==> config.mk <==
export PLATFORM = sky130hd
export DESIGN_NAME = rob
export DESIGN_NICKNAME = d
export VERILOG_FILES = /design/src/rtl/exc_pkg.sv /design/src/rtl/rob_pkg.sv /design/src/rtl/rob.sv /design/src/rtl/rob_commit.sv /design/src/rtl/rob_entry.sv
export VERILOG_INCLUDE_DIRS = /design/src /design/src/include
export SDC_FILE = /design/constraint.sdc
export NUM_CORES = 2
export LEC_CHECK = 0
export ABC_CLOCK_PERIOD_IN_PS = 6120
export BUFFER_PORTS_ARGS = -buffer_cell sky130_fd_sc_hd__buf_2
export CAP_MARGIN = 20
export CORE_UTILIZATION = 35
export CTS_CLUSTER_SIZE = 25
export DETAILED_ROUTE_END_ITERATION = 8
export PLACE_DENSITY = 0.54
export REMOVE_ABC_BUFFERS = 1
export SYNTH_ARGS = -nofsm -noshare
export SYNTH_HDL_FRONTEND = slang
export SYNTH_HIERARCHICAL = 1
export SYNTH_SLANG_ARGS = --single-unit
==> constraint.sdc <==
create_clock -name i_clk -period 6.12 [get_ports i_clk]
set_clock_uncertainty 0.05 [all_clocks]
set_input_delay 0.306 -clock i_clk [delete_from_list [all_inputs] [get_ports i_clk]]
set_output_delay 0.306 -clock i_clk [all_outputs]
set_load 0.005 [all_outputs]
==> src/include/rob_cfg.svh <==
`ifndef ROB_CFG_SVH
`define ROB_CFG_SVH

// ROB geometry
`define ROB_ENTRIES 8
`define ROB_IDX_W   3

// Dispatch group and slot index width
`define DISP_W      2
`define SLOT_W      1

// Execution ports reporting completion
`define CMPL_PORTS  2

// Address and data widths
`define PC_W        32
`define TVAL_W      32

`endif

==> src/rtl/exc_pkg.sv <==
package exc_pkg;

`include "rob_cfg.svh"

  // Architectural trap causes, 3 bits wide
  typedef enum logic [2:0] {
    EXC_NONE        = 3'd0,
    EXC_FETCH_FAULT = 3'd1,
    EXC_ILLEGAL     = 3'd2,
    EXC_LOAD_FAULT  = 3'd3,
    EXC_STORE_FAULT = 3'd4,
    EXC_ECALL       = 3'd5
  } except_t;

  typedef logic [`TVAL_W-1:0] tval_t;  // Trap value

endpackage

==> src/rtl/rob_pkg.sv <==
package rob_pkg;

`include "rob_cfg.svh"

  // Entry index, doubles as the commit id
  typedef logic [`ROB_IDX_W-1:0] rob_idx_t;

  // One bit per dispatch slot
  typedef logic [`DISP_W-1:0] grp_mask_t;

  typedef logic [`SLOT_W-1:0] slot_idx_t;  // Slot number within a group

  // Commit sequencing
  typedef enum logic {
    COMMIT_RUN  = 1'b0,
    COMMIT_KILL = 1'b1
  } commit_state_t;

endpackage

==> src/rtl/rob.sv <==
`timescale 1ns/1ps

`include "rob_cfg.svh"

module rob import exc_pkg::*, rob_pkg::*; (
  input  logic                         i_clk,
  input  logic                         i_reset_n,

  input  logic                         i_disp_valid,
  input  logic [`PC_W-1:0]             i_disp_pc,
  input  grp_mask_t                    i_disp_grp,
  input  grp_mask_t                    i_disp_illegal,
  input  grp_mask_t                    i_disp_fetch_fault,
  output rob_idx_t                     o_disp_id,
  output logic                         o_full,

  input  logic [`CMPL_PORTS-1:0]       i_cmpl_valid,
  input  rob_idx_t [`CMPL_PORTS-1:0]   i_cmpl_id,
  input  slot_idx_t [`CMPL_PORTS-1:0]  i_cmpl_slot,
  input  logic [`CMPL_PORTS-1:0]       i_cmpl_except,
  input  except_t [`CMPL_PORTS-1:0]    i_cmpl_cause,
  input  tval_t [`CMPL_PORTS-1:0]      i_cmpl_tval,

  output logic                         o_commit_valid,
  output rob_idx_t                     o_commit_id,
  output logic [`PC_W-1:0]             o_commit_pc,
  output grp_mask_t                    o_commit_retire,
  output logic                         o_commit_except,
  output except_t                      o_commit_cause,
  output tval_t                        o_commit_tval,
  output slot_idx_t                    o_commit_slot,
  output logic                         o_kill
);

  rob_idx_t                r_head;
  rob_idx_t                r_tail;
  logic [`ROB_IDX_W:0]     r_count;

  logic                    w_advance;
  logic                    w_commit_finish;
  logic [`ROB_ENTRIES-1:0] w_valid;
  logic [`ROB_ENTRIES-1:0] w_all_done;
  logic [`PC_W-1:0]        w_pc     [`ROB_ENTRIES];
  grp_mask_t               w_grp    [`ROB_ENTRIES];
  grp_mask_t               w_dead   [`ROB_ENTRIES];
  grp_mask_t               w_except [`ROB_ENTRIES];
  except_t [`DISP_W-1:0]   w_cause  [`ROB_ENTRIES];
  tval_t [`DISP_W-1:0]     w_tval   [`ROB_ENTRIES];

  function automatic rob_idx_t inc_idx(rob_idx_t idx);
    return (idx == rob_idx_t'(`ROB_ENTRIES - 1)) ? '0 : idx + 1'b1;
  endfunction

  always_ff @(posedge i_clk, negedge i_reset_n) begin
    if (!i_reset_n) begin
      r_head  <= '0;
      r_tail  <= '0;
      r_count <= '0;
    end else begin
      if (i_disp_valid) r_tail <= inc_idx(r_tail);
      if (w_advance)    r_head <= inc_idx(r_head);
      r_count <= r_count + i_disp_valid - w_advance;
    end
  end

  assign o_disp_id = r_tail;  // Tag for completions
  assign o_full    = (r_count == (`ROB_IDX_W+1)'(`ROB_ENTRIES));

  for (genvar e = 0; e < `ROB_ENTRIES; e++) begin : g_entry
    rob_entry u_entry (
      .i_clk              (i_clk),
      .i_reset_n          (i_reset_n),
      .i_cmt_id           (rob_idx_t'(e)),
      .i_load             (i_disp_valid && (r_tail == rob_idx_t'(e))),
      .i_load_pc          (i_disp_pc),
      .i_load_grp         (i_disp_grp),
      .i_load_illegal     (i_disp_illegal),
      .i_load_fetch_fault (i_disp_fetch_fault),
      .i_cmpl_valid       (i_cmpl_valid),
      .i_cmpl_id          (i_cmpl_id),
      .i_cmpl_slot        (i_cmpl_slot),
      .i_cmpl_except      (i_cmpl_except),
      .i_cmpl_cause       (i_cmpl_cause),
      .i_cmpl_tval        (i_cmpl_tval),
      .i_kill             (o_kill),
      .i_commit_finish    (w_commit_finish && (r_head == rob_idx_t'(e))),
      .o_valid            (w_valid[e]),
      .o_all_done         (w_all_done[e]),
      .o_pc               (w_pc[e]),
      .o_grp              (w_grp[e]),
      .o_dead             (w_dead[e]),
      .o_except           (w_except[e]),
      .o_cause            (w_cause[e]),
      .o_tval             (w_tval[e])
    );
  end

  // Head entry feeds the commit unit
  rob_commit u_commit (
    .i_clk           (i_clk),
    .i_reset_n       (i_reset_n),
    .i_head_id       (r_head),
    .i_head_valid    (w_valid[r_head]),
    .i_head_all_done (w_all_done[r_head]),
    .i_head_pc       (w_pc[r_head]),
    .i_head_grp      (w_grp[r_head]),
    .i_head_dead     (w_dead[r_head]),
    .i_head_except   (w_except[r_head]),
    .i_head_cause    (w_cause[r_head]),
    .i_head_tval     (w_tval[r_head]),
    .o_commit_finish (w_commit_finish),
    .o_advance       (w_advance),
    .o_kill          (o_kill),
    .o_commit_valid  (o_commit_valid),
    .o_commit_id     (o_commit_id),
    .o_commit_pc     (o_commit_pc),
    .o_commit_retire (o_commit_retire),
    .o_commit_except (o_commit_except),
    .o_commit_cause  (o_commit_cause),
    .o_commit_tval   (o_commit_tval),
    .o_commit_slot   (o_commit_slot)
  );

  a_no_disp_full: assert property (@(posedge i_clk) disable iff (!i_reset_n)
    i_disp_valid |-> !o_full);

  // Occupancy count tracks the live entries
  a_count_match: assert property (@(posedge i_clk) disable iff (!i_reset_n)
    $countones(w_valid) == int'(r_count));

endmodule

==> src/rtl/rob_commit.sv <==
`timescale 1ns/1ps

`include "rob_cfg.svh"

module rob_commit import exc_pkg::*, rob_pkg::*; (
  input  logic                   i_clk,
  input  logic                   i_reset_n,

  input  rob_idx_t               i_head_id,
  input  logic                   i_head_valid,
  input  logic                   i_head_all_done,
  input  logic [`PC_W-1:0]       i_head_pc,
  input  grp_mask_t              i_head_grp,
  input  grp_mask_t              i_head_dead,
  input  grp_mask_t              i_head_except,
  input  except_t [`DISP_W-1:0]  i_head_cause,
  input  tval_t [`DISP_W-1:0]    i_head_tval,

  output logic                   o_commit_finish,
  output logic                   o_advance,
  output logic                   o_kill,

  output logic                   o_commit_valid,
  output rob_idx_t               o_commit_id,
  output logic [`PC_W-1:0]       o_commit_pc,
  output grp_mask_t              o_commit_retire,
  output logic                   o_commit_except,
  output except_t                o_commit_cause,
  output tval_t                  o_commit_tval,
  output slot_idx_t              o_commit_slot
);

  commit_state_t r_state;

  grp_mask_t  w_live;
  grp_mask_t  w_exc_vec;
  grp_mask_t  w_retire;
  logic       w_exc;
  slot_idx_t  w_exc_slot;
  logic       w_decide;

  // Lowest live excepting slot bounds the retire mask
  always_comb begin
    w_live     = i_head_grp & ~i_head_dead;
    w_exc_vec  = w_live & i_head_except;
    w_exc      = |w_exc_vec;
    w_exc_slot = '0;
    w_retire   = w_live;
    for (int s = `DISP_W - 1; s >= 0; s--) begin
      if (w_exc_vec[s]) begin
        w_exc_slot = slot_idx_t'(s);
        w_retire   = w_live & grp_mask_t'((1 << s) - 1);
      end
    end
  end

  assign w_decide        = (r_state == COMMIT_RUN) && i_head_valid && i_head_all_done;
  assign o_commit_finish = w_decide;
  assign o_advance       = w_decide;
  assign o_kill          = (r_state == COMMIT_KILL);

  always_ff @(posedge i_clk, negedge i_reset_n) begin
    if (!i_reset_n) begin
      r_state        <= COMMIT_RUN;
      o_commit_valid <= 1'b0;
    end else begin
      o_commit_valid <= w_decide;
      case (r_state)
        COMMIT_RUN:  if (w_decide && w_exc) r_state <= COMMIT_KILL;
        COMMIT_KILL: r_state <= COMMIT_RUN;  // One flush cycle
        default:     r_state <= COMMIT_RUN;
      endcase
    end
  end

  always_ff @(posedge i_clk) begin
    if (w_decide) begin
      o_commit_id     <= i_head_id;
      o_commit_pc     <= i_head_pc;
      o_commit_retire <= w_retire;
      o_commit_except <= w_exc;
      o_commit_cause  <= w_exc ? i_head_cause[w_exc_slot] : EXC_NONE;
      o_commit_tval   <= w_exc ? i_head_tval[w_exc_slot] : '0;
      o_commit_slot   <= w_exc_slot;
    end
  end

  // Kill rides with its excepting commit and lasts one cycle
  a_kill_pulse: assert property (@(posedge i_clk) disable iff (!i_reset_n)
    o_kill |-> (o_commit_valid && o_commit_except) ##1 !o_kill);

endmodule

==> src/rtl/rob_entry.sv <==
`timescale 1ns/1ps

`include "rob_cfg.svh"

module rob_entry import exc_pkg::*, rob_pkg::*; (
  input  logic                         i_clk,
  input  logic                         i_reset_n,

  input  rob_idx_t                     i_cmt_id,

  input  logic                         i_load,
  input  logic [`PC_W-1:0]             i_load_pc,
  input  grp_mask_t                    i_load_grp,
  input  grp_mask_t                    i_load_illegal,
  input  grp_mask_t                    i_load_fetch_fault,

  input  logic [`CMPL_PORTS-1:0]       i_cmpl_valid,
  input  rob_idx_t [`CMPL_PORTS-1:0]   i_cmpl_id,
  input  slot_idx_t [`CMPL_PORTS-1:0]  i_cmpl_slot,
  input  logic [`CMPL_PORTS-1:0]       i_cmpl_except,
  input  except_t [`CMPL_PORTS-1:0]    i_cmpl_cause,
  input  tval_t [`CMPL_PORTS-1:0]      i_cmpl_tval,

  input  logic                         i_kill,
  input  logic                         i_commit_finish,

  output logic                         o_valid,
  output logic                         o_all_done,
  output logic [`PC_W-1:0]             o_pc,
  output grp_mask_t                    o_grp,
  output grp_mask_t                    o_dead,
  output grp_mask_t                    o_except,
  output except_t [`DISP_W-1:0]        o_cause,
  output tval_t [`DISP_W-1:0]          o_tval
);

  logic                   r_valid;
  logic [`PC_W-1:0]       r_pc;
  grp_mask_t              r_grp;
  grp_mask_t              r_done;
  grp_mask_t              r_dead;
  grp_mask_t              r_except;
  except_t [`DISP_W-1:0]  r_cause;
  tval_t [`DISP_W-1:0]    r_tval;

  logic [`DISP_W-1:0][`CMPL_PORTS-1:0] w_hit;
  grp_mask_t              w_rpt_done;
  grp_mask_t              w_rpt_except;
  except_t [`DISP_W-1:0]  w_rpt_cause;
  tval_t [`DISP_W-1:0]    w_rpt_tval;
  grp_mask_t              w_pre_done;

  // Per slot, AND-OR select of the one port that reports it
  always_comb begin
    for (int s = 0; s < `DISP_W; s++) begin
      w_rpt_except[s] = 1'b0;
      w_rpt_cause[s]  = EXC_NONE;
      w_rpt_tval[s]   = '0;
      for (int p = 0; p < `CMPL_PORTS; p++) begin
        w_hit[s][p] = r_valid && i_cmpl_valid[p] && (i_cmpl_id[p] == i_cmt_id) &&
                      (i_cmpl_slot[p] == slot_idx_t'(s));
        w_rpt_except[s] = w_rpt_except[s] | (w_hit[s][p] & i_cmpl_except[p]);
        w_rpt_cause[s]  = except_t'(w_rpt_cause[s] |
                                    ({$bits(except_t){w_hit[s][p]}} & i_cmpl_cause[p]));
        w_rpt_tval[s]   = w_rpt_tval[s] | ({`TVAL_W{w_hit[s][p]}} & i_cmpl_tval[p]);
      end
      w_rpt_done[s] = |w_hit[s];
    end
  end

  // Faults known at dispatch need no execution
  assign w_pre_done = (i_load_illegal | i_load_fetch_fault) & i_load_grp;

  always_ff @(posedge i_clk, negedge i_reset_n) begin
    if (!i_reset_n) begin
      r_valid  <= 1'b0;
      r_grp    <= '0;
      r_done   <= '0;
      r_dead   <= '0;
      r_except <= '0;
    end else if (i_load) begin
      r_valid  <= 1'b1;
      r_grp    <= i_load_grp;
      r_done   <= w_pre_done;
      r_except <= w_pre_done;
      r_dead   <= {`DISP_W{i_kill}};  // Loaded under kill is born dead
    end else if (r_valid) begin
      if (i_commit_finish) begin
        r_valid <= 1'b0;
      end
      r_done   <= r_done | w_rpt_done;
      r_except <= (r_except & ~w_rpt_done) | (w_rpt_done & w_rpt_except);
      r_dead   <= r_dead | {`DISP_W{i_kill}};
    end
  end

  always_ff @(posedge i_clk) begin
    if (i_load) begin
      r_pc <= i_load_pc;
      for (int s = 0; s < `DISP_W; s++) begin
        if (i_load_fetch_fault[s]) begin
          r_cause[s] <= EXC_FETCH_FAULT;
          r_tval[s]  <= tval_t'(i_load_pc);  // Faulting fetch address
        end else begin
          r_cause[s] <= i_load_illegal[s] ? EXC_ILLEGAL : EXC_NONE;
          r_tval[s]  <= '0;
        end
      end
    end else begin
      for (int s = 0; s < `DISP_W; s++) begin
        if (w_rpt_done[s]) begin
          r_cause[s] <= w_rpt_cause[s];
          r_tval[s]  <= w_rpt_tval[s];
        end
      end
    end
  end

  assign o_valid    = r_valid;
  assign o_all_done = r_valid && (((r_done | r_dead) & r_grp) == r_grp);
  assign o_pc       = r_pc;
  assign o_grp      = r_grp;
  assign o_dead     = r_dead;
  assign o_except   = r_except;
  assign o_cause    = r_cause;
  assign o_tval     = r_tval;

  // Execution ports must not finish the same slot twice at once
  for (genvar s = 0; s < `DISP_W; s++) begin : g_chk
    a_single_report: assert property (@(posedge i_clk) disable iff (!i_reset_n)
      $onehot0(w_hit[s]));
  end

  a_no_overwrite: assert property (@(posedge i_clk) disable iff (!i_reset_n)
    !(i_load && r_valid));

endmodule

Yosys cells after proc, flatten, opt, wreduce, memory -nomap -nowiden --
Cells that the tools add are included.
Storage, ports and cells: bits in registers 974, input bits 123, output and inout bits 80, word-level logic and storage cells 648
Operators by class: $add $sub $neg 4, $lt $le $gt $ge 3, equal/unequal tests 37, multiplexer cells 158, bitwise operators 217, reductions and logical operators 136
Operators by type and width (count):
- $and A32 B32 Y32 | 32
- $mux W32 | 22
- $mux W64 | 10
- $or A32 B32 Y32 | 16
- $bmux W64 S3 | 1
- $mux W2 | 56
- $and A3 B3 Y3 | 32
- $bmux W32 S3 | 1
- $logic_and A1 B1 Y1 | 91
- $mux W3 | 22
- $or A2 B2 Y2 | 33
- $mux W6 | 10
- $and A2 B2 Y2 | 27
- $eq A3 B3 Y1 const B | 16
- $or A3 B3 Y3 | 16
- $reduce_bool A2 Y1 | 24
- $reduce_or A2 Y1 | 17
- $and A1 B1 Y1 | 32
- $mux W1 | 29
- $eq A3 B2 Y1 const B | 8
- $bmux W2 S3 | 3
- $bmux W6 S3 | 1
- $not A2 Y2 | 9
- $eq A2 B2 Y1 | 8
- other kinds (14) | 39

Logic depth before layout (Yosys ltp) --
depth after elaboration 11, gate-level depth with buffers 14, depth with buffers taken out 14

Hierarchy --
Netlist, hierarchy kept.
Modules (own cells, without submodules):
- rob_entry | instances 8, cells an instance 405, area each 4999.8 um^2, seq. area each 3288.2 um^2
- rob | instances 1, cells an instance 703, area each 7412.1 um^2, seq. area each 250.2 um^2
- rob_commit | instances 1, cells an instance 176, area each 3125.5 um^2, seq. area each 2272.2 um^2

Worst setup path before layout --
No wires, ideal clock.
path kind register -> register, start register r_head[2], end register r_count[1], arrival 6022 ps, required time 5934 ps, path slack -88 ps, stages on the path, launching flop included 13, path buffers 3, path through dfrtp_1 > clkbuf_1 > inv_1 > clkbuf_1 > clkbuf_1 > nand2_1 > nand2_1 > nand2_1 > nor2_1 > ha_1 > inv_1 > ha_1 > fa_1
On the way: cells in the longest elaborated chain, start to end 5, elaborated cells on any way between the ends 7, classes of those cells 1 x add/sub; 4 x mux; 2 x reduce/logical
Ends and longest elaborated chain:
- start: declaration | line rob.sv:35 | rob_idx_t r_head;
- start signal: assignment | line rob.sv:61 | if (w_advance) r_head <= inc_idx(r_head);
- $bmux W1 S3 | line rob.sv:103 | .i_head_valid (w_valid[r_head]),
- $mux W1 (implied by the code) | line rob.sv:103
- $logic_and A1 B1 Y1 | line rob_commit.sv:57 | assign w_decide = (r_state == COMMIT_RUN) && i_head_valid && i_head_all_done;
- $logic_and A1 B1 Y1 (*) | line rob_commit.sv:57
- net w_advance | line rob.sv:39 | logic w_advance;
- $sub A4 B1 Y4 (*) | line rob.sv:62 | r_count <= r_count + i_disp_valid - w_advance;
- end signal: assignment | line rob.sv:62
- end: declaration | line rob.sv:37 | logic [`ROB_IDX_W:0] r_count;
Mark *: on every way through the listed nets, which the timed path passes. The rest lies on a longest branch. The select of a mux whose other input is x is not followed. A chain may end at the register's enable or synchronous reset.

Worst setup path after layout --
start register r_head[0], end register u_commit.o_commit_retire[1] (data pin)
On the way: cells in the longest elaborated chain, start to end 8, elaborated cells on any way between the ends 14, classes of those cells 9 x mux; 4 x bitwise; 1 x reduce/logical
Ends and longest elaborated chain:
- $not A3 Y4 (implied by the code) (*) | line rob.sv:106, rob.sv:107, rob.sv:108
- $bmux W2 S3 | line rob.sv:107 | .i_head_dead (w_dead[r_head]),
- $mux W2 (implied by the code) (2 in series) | line rob.sv:107
- $not A2 Y2 | line rob_commit.sv:44 | w_live = i_head_grp & ~i_head_dead;
- $and A2 B2 Y2 | line rob_commit.sv:44
- $and A2 B2 Y2 | line rob_commit.sv:45 | w_exc_vec = w_live & i_head_except;
- $reduce_or A2 Y1 (no line)
- end signal: assignment | line rob_commit.sv:80 | o_commit_retire <= w_retire;
- end: declaration | line rob_commit.sv:26 | output grp_mask_t o_commit_retire,
Mark *: on every way between the ends. The rest lies on a longest branch, timed or not. The select of a mux whose other input is x is not followed.

==> results.json <==
{
  "final_common_cell": "nand2_1",
  "status": "completed",
  "placed_cells": 6021,
  "synth_enable_flop_cells": 890,
  "grt_pass1_wl_mm": 290.1,
  "numPortBuffers": 202,
  "via_count": 39470,
  "min_from": "i_disp_pc[25]",
  "end_kind": "flop",
  "p_int_w": 0.01608,
  "period_needed_ns": 4.110,
  "cts_setup_buffers": 0,
  "p_switching_w": 0.009178,
  "tightest_slew_ns": 1.151,
  "path_class": "reg -> reg",
  "p_total_w": 0.02526,
  "routed_wl_mm": 205.9,
  "startpoint_type": "flop",
  "synthArstFlopShare": 0.08624,
  "cts.sinks": 974,
  "yosysWarningCount": 6,
  "instances_no_fill": 6272,
  "drc": 0,
  "timing.rr.start": "r_head[0]$_DFFE_PN0P_",
  "drt-initial-drc-count": 6047,
  "reg2reg_setup_slack_ns": 2.01,
  "crit_family": "simple AND/OR/NAND/NOR gates",
  "rsz0062_at_grt": "no",
  "fmax_ghz": 0.2433,
  "fill_cells": 13510,
  "hold_viol_final": 0,
  "p_leak_nw": 18.93,
  "cts_max_path_buffers": 3,
  "peakVddDrop_uv": 412.2,
  "grt_pass1_vias": 38870,
  "period_share": 0.6715,
  "seqPwrFrac": 0.389,
  "hold_class": "in -> reg",
  "maxCapViolCount": 0,
  "dr.pass1.iters": 6,
  "initial_core_util": 0.3522,
  "cts_tree": "done",
  "cp_slowest_cell": "nand3b_4",
  "synthToLayoutAreaGrowth_pct": 13.51,
  "viasPerCell": 6.292,
  "dieArea_mm2": 0.1459,
  "antenna_found_initial": 17,
  "cts.root.buffer_cell": "clkbuf_16",
  "cpPeakStageDelay_ns": 0.98,
  "overflow": 0,
  "die_w_um": 382.0,
  "htreeDepth": 3,
  "critPathMaxFanout": 41,
  "ant_nets": 0,
  "power_per_cell_area_mw_per_mm2": 440.3,
  "synthFlopType": "edfxtp_1",
  "startpoint": "r_head[0]$_DFFE_PN0P_",
  "layout-drive-gt1-share": 0.1989,
  "rows": 139,
  "grt_usage": 0.2764,
  "yosysUniqueCellTypes": 52,
  "setup_viol": 0,
  "endpoint": "u_commit/o_commit_retire[1]$_SDFFCE_PP0P_",
  "worst_r2r_path_depth": 6,
  "crit_buf_inv": 1,
  "hpwl_mm": 110.5,
  "coreArea_mm2": 0.1435,
  "clkPwrFrac": 0.276,
  "wl_per_cell_um": 32.82,
  "gp_congestion": 0.8613,
  "netlist_instances": 4119,
  "critPathRequiredTime_ns": 6.56,
  "fp.dieH_um": 382.0,
  "p_sw_frac": 0.3634,
  "final_cell_mix": "nand2_1 (908), edfxtp_1 (890), a22oi_1 (544), o21ai_1 (400), mux4_2 (220)",
  "nNetsFinal": 4409,
  "drv_slew": 0,
  "grt_max_degree": 88,
  "comb_power_share": 0.335,
  "worst_r2r_endpoint": "u_commit/o_commit_retire[1]$_SDFFCE_PP0P_",
  "numCtsBuffers": 112,
  "pin_count": 203,
  "cp_num_cells": 6,
  "avgSynthCellArea_um2": 12.27,
  "ys_ff_latch": 974,
  "yosysSeqAreaShare": 0.5704,
  "crit_chain": "mux4_2 > nand2_1 > nand2_2 > buf_4 > nand3b_4 > and4bb_2",
  "clkSlewWorstSetupHoldPaths_ns": 0.06,
  "cp.arrival_ns": 4.55,
  "slew_headroom": 0.2329,
  "syn_area_mm2": 0.05054,
  "clk_latency_ns": 0.74
}
through the flow:
stage	hold slack (ns)	setup WS [ns]	setup TNS (ns)	util	cell area, µm²
2_1_floorplan	-0.03959	-8.241	-959.83	-	48670
5_1_grt	0.04211	2.031	0	0.3997	57360
6_report	0.03957	2.010	0	0.3998	57370
3_3_place_gp	0.2353	2.208	0	0.3710	53240
4_1_cts	0.0002413	2.201	0	0.3997	57350
3_5_place_dp	0.2424	2.200	0	0.3712	53260
Yosys cell counts, drive strengths merged, types with 9 or more instances:
cell    number  area share
a21o         9      0.0013
inv         43      0.0032
clkbuf     174       0.013
o21ai      580       0.057
nor2b       18      0.0022
a22oi      544       0.081
nor2        52      0.0039
nand3b      19      0.0031
a31o        35      0.0061
o311a       16      0.0032
ha          17      0.0042
a21oi       10     0.00099
buf        202       0.027
xor2        49       0.011
dfrtp       84       0.042
or3         24      0.0030
or2         16      0.0020
mux4       220       0.098
and2        27      0.0033
nand2      911       0.068
and4b       35      0.0069
nand3       16      0.0016
nor4        32       0.012
edfxtp     890        0.53
o41ai       16      0.0028
a221oi      16      0.0038
timing repair:
item / CTS / global route
hold endpoints to repair: 280 / 0
gates resized for setup: 0 / 0
hold buffers: 36 / 0
power by group through the flow:
| stage | registers [W] | logic [W] | clock network, W |
|---|---|---|---|
| after floorplan | 0.0100 | 0.00491 | 0 |
| after global placement | 0.00992 | 0.00821 | 0 |
| after detailed placement | 0.00993 | 0.00829 | 0 |
| after CTS | 0.00981 | 0.00833 | 0.00705 |
| after global routing | 0.00992 | 0.00886 | 0.00728 |
| final | 0.00981 | 0.00847 | 0.00698 |
kinds of logic after synthesis:
kind of cell | Yosys count | share of synthesized area
compound gates | 1259 | 0.1623
flops | 974 | 0.5704
other cells | 2 | 0.0001486
fa+ha+maj | 18 | 0.004605
xor+xnor | 50 | 0.01104
simple gates | 1168 | 0.1079
buf+inv | 419 | 0.04345
mux | 229 | 0.1000
layout make-up:
cell class,instances,area (µm²),share of cell area
Antenna cell,5,12.51,0.0002181
Sequential cell,974,28840,0.5027
Clock inverter,57,610.6,0.01064
Clock buffer,153,3123,0.05444
Inverter,43,166.4,0.002901
Multi-Input combinational cell,2772,19840,0.3459
Tap cell,1903,2381,0.04151
Timing Repair Buffer,365,2390,0.04166
worst min path at each step:
| stage | to | slack [ns] | cells past startpoint |
|---|---|---|---|
| 2_1_floorplan | asynchronous set/reset pin | -0.04 | 0 |
| 3_3_place_gp | asynchronous set/reset pin | 0.24 | 1 |
| 3_5_place_dp | g_entry[2].u_entry/r_done[0]$_DFFE_PN0P_ | 0.24 | 1 |
| 4_1_cts | g_entry[1].u_entry/o_pc[25]$_DFFE_PP_ | 0.0002 | 1 |
| 5_1_grt | g_entry[1].u_entry/o_pc[25]$_DFFE_PP_ | 0.04 | 1 |
| 6_report | g_entry[1].u_entry/o_pc[25]$_DFFE_PP_ | 0.04 | 1 |
sequential cells by signal, summed over array words and instances (netlist names), named ones only:
name,count
r_head,3
u_commit/o_commit_valid,1
u_commit/o_commit_except,1
o_disp_id,3
u_commit/o_commit_slot,1
g_entry.u_entry/o_valid,8
u_commit/o_commit_pc,32
g_entry.u_entry/o_cause,48
g_entry.u_entry/o_dead,16
g_entry.u_entry/o_grp,16
u_commit/o_commit_retire,2
g_entry.u_entry/o_pc,256
u_commit/o_commit_tval,32
u_commit/o_commit_id,3
u_commit/o_kill,1
g_entry.u_entry/o_tval,512
g_entry.u_entry/r_done,16
u_commit/o_commit_cause,3
r_count,4
metal layers:
metal,wire [µm],part of all wire,global-route usage
met1,78470,0.38,0.3704
met2,91130,0.44,0.4172
met3,26200,0.13,0.07500
met4,9975,0.048,0.1250
met5,98,0.00048,0
No activity file was read; power rests on OpenSTA's default activity.
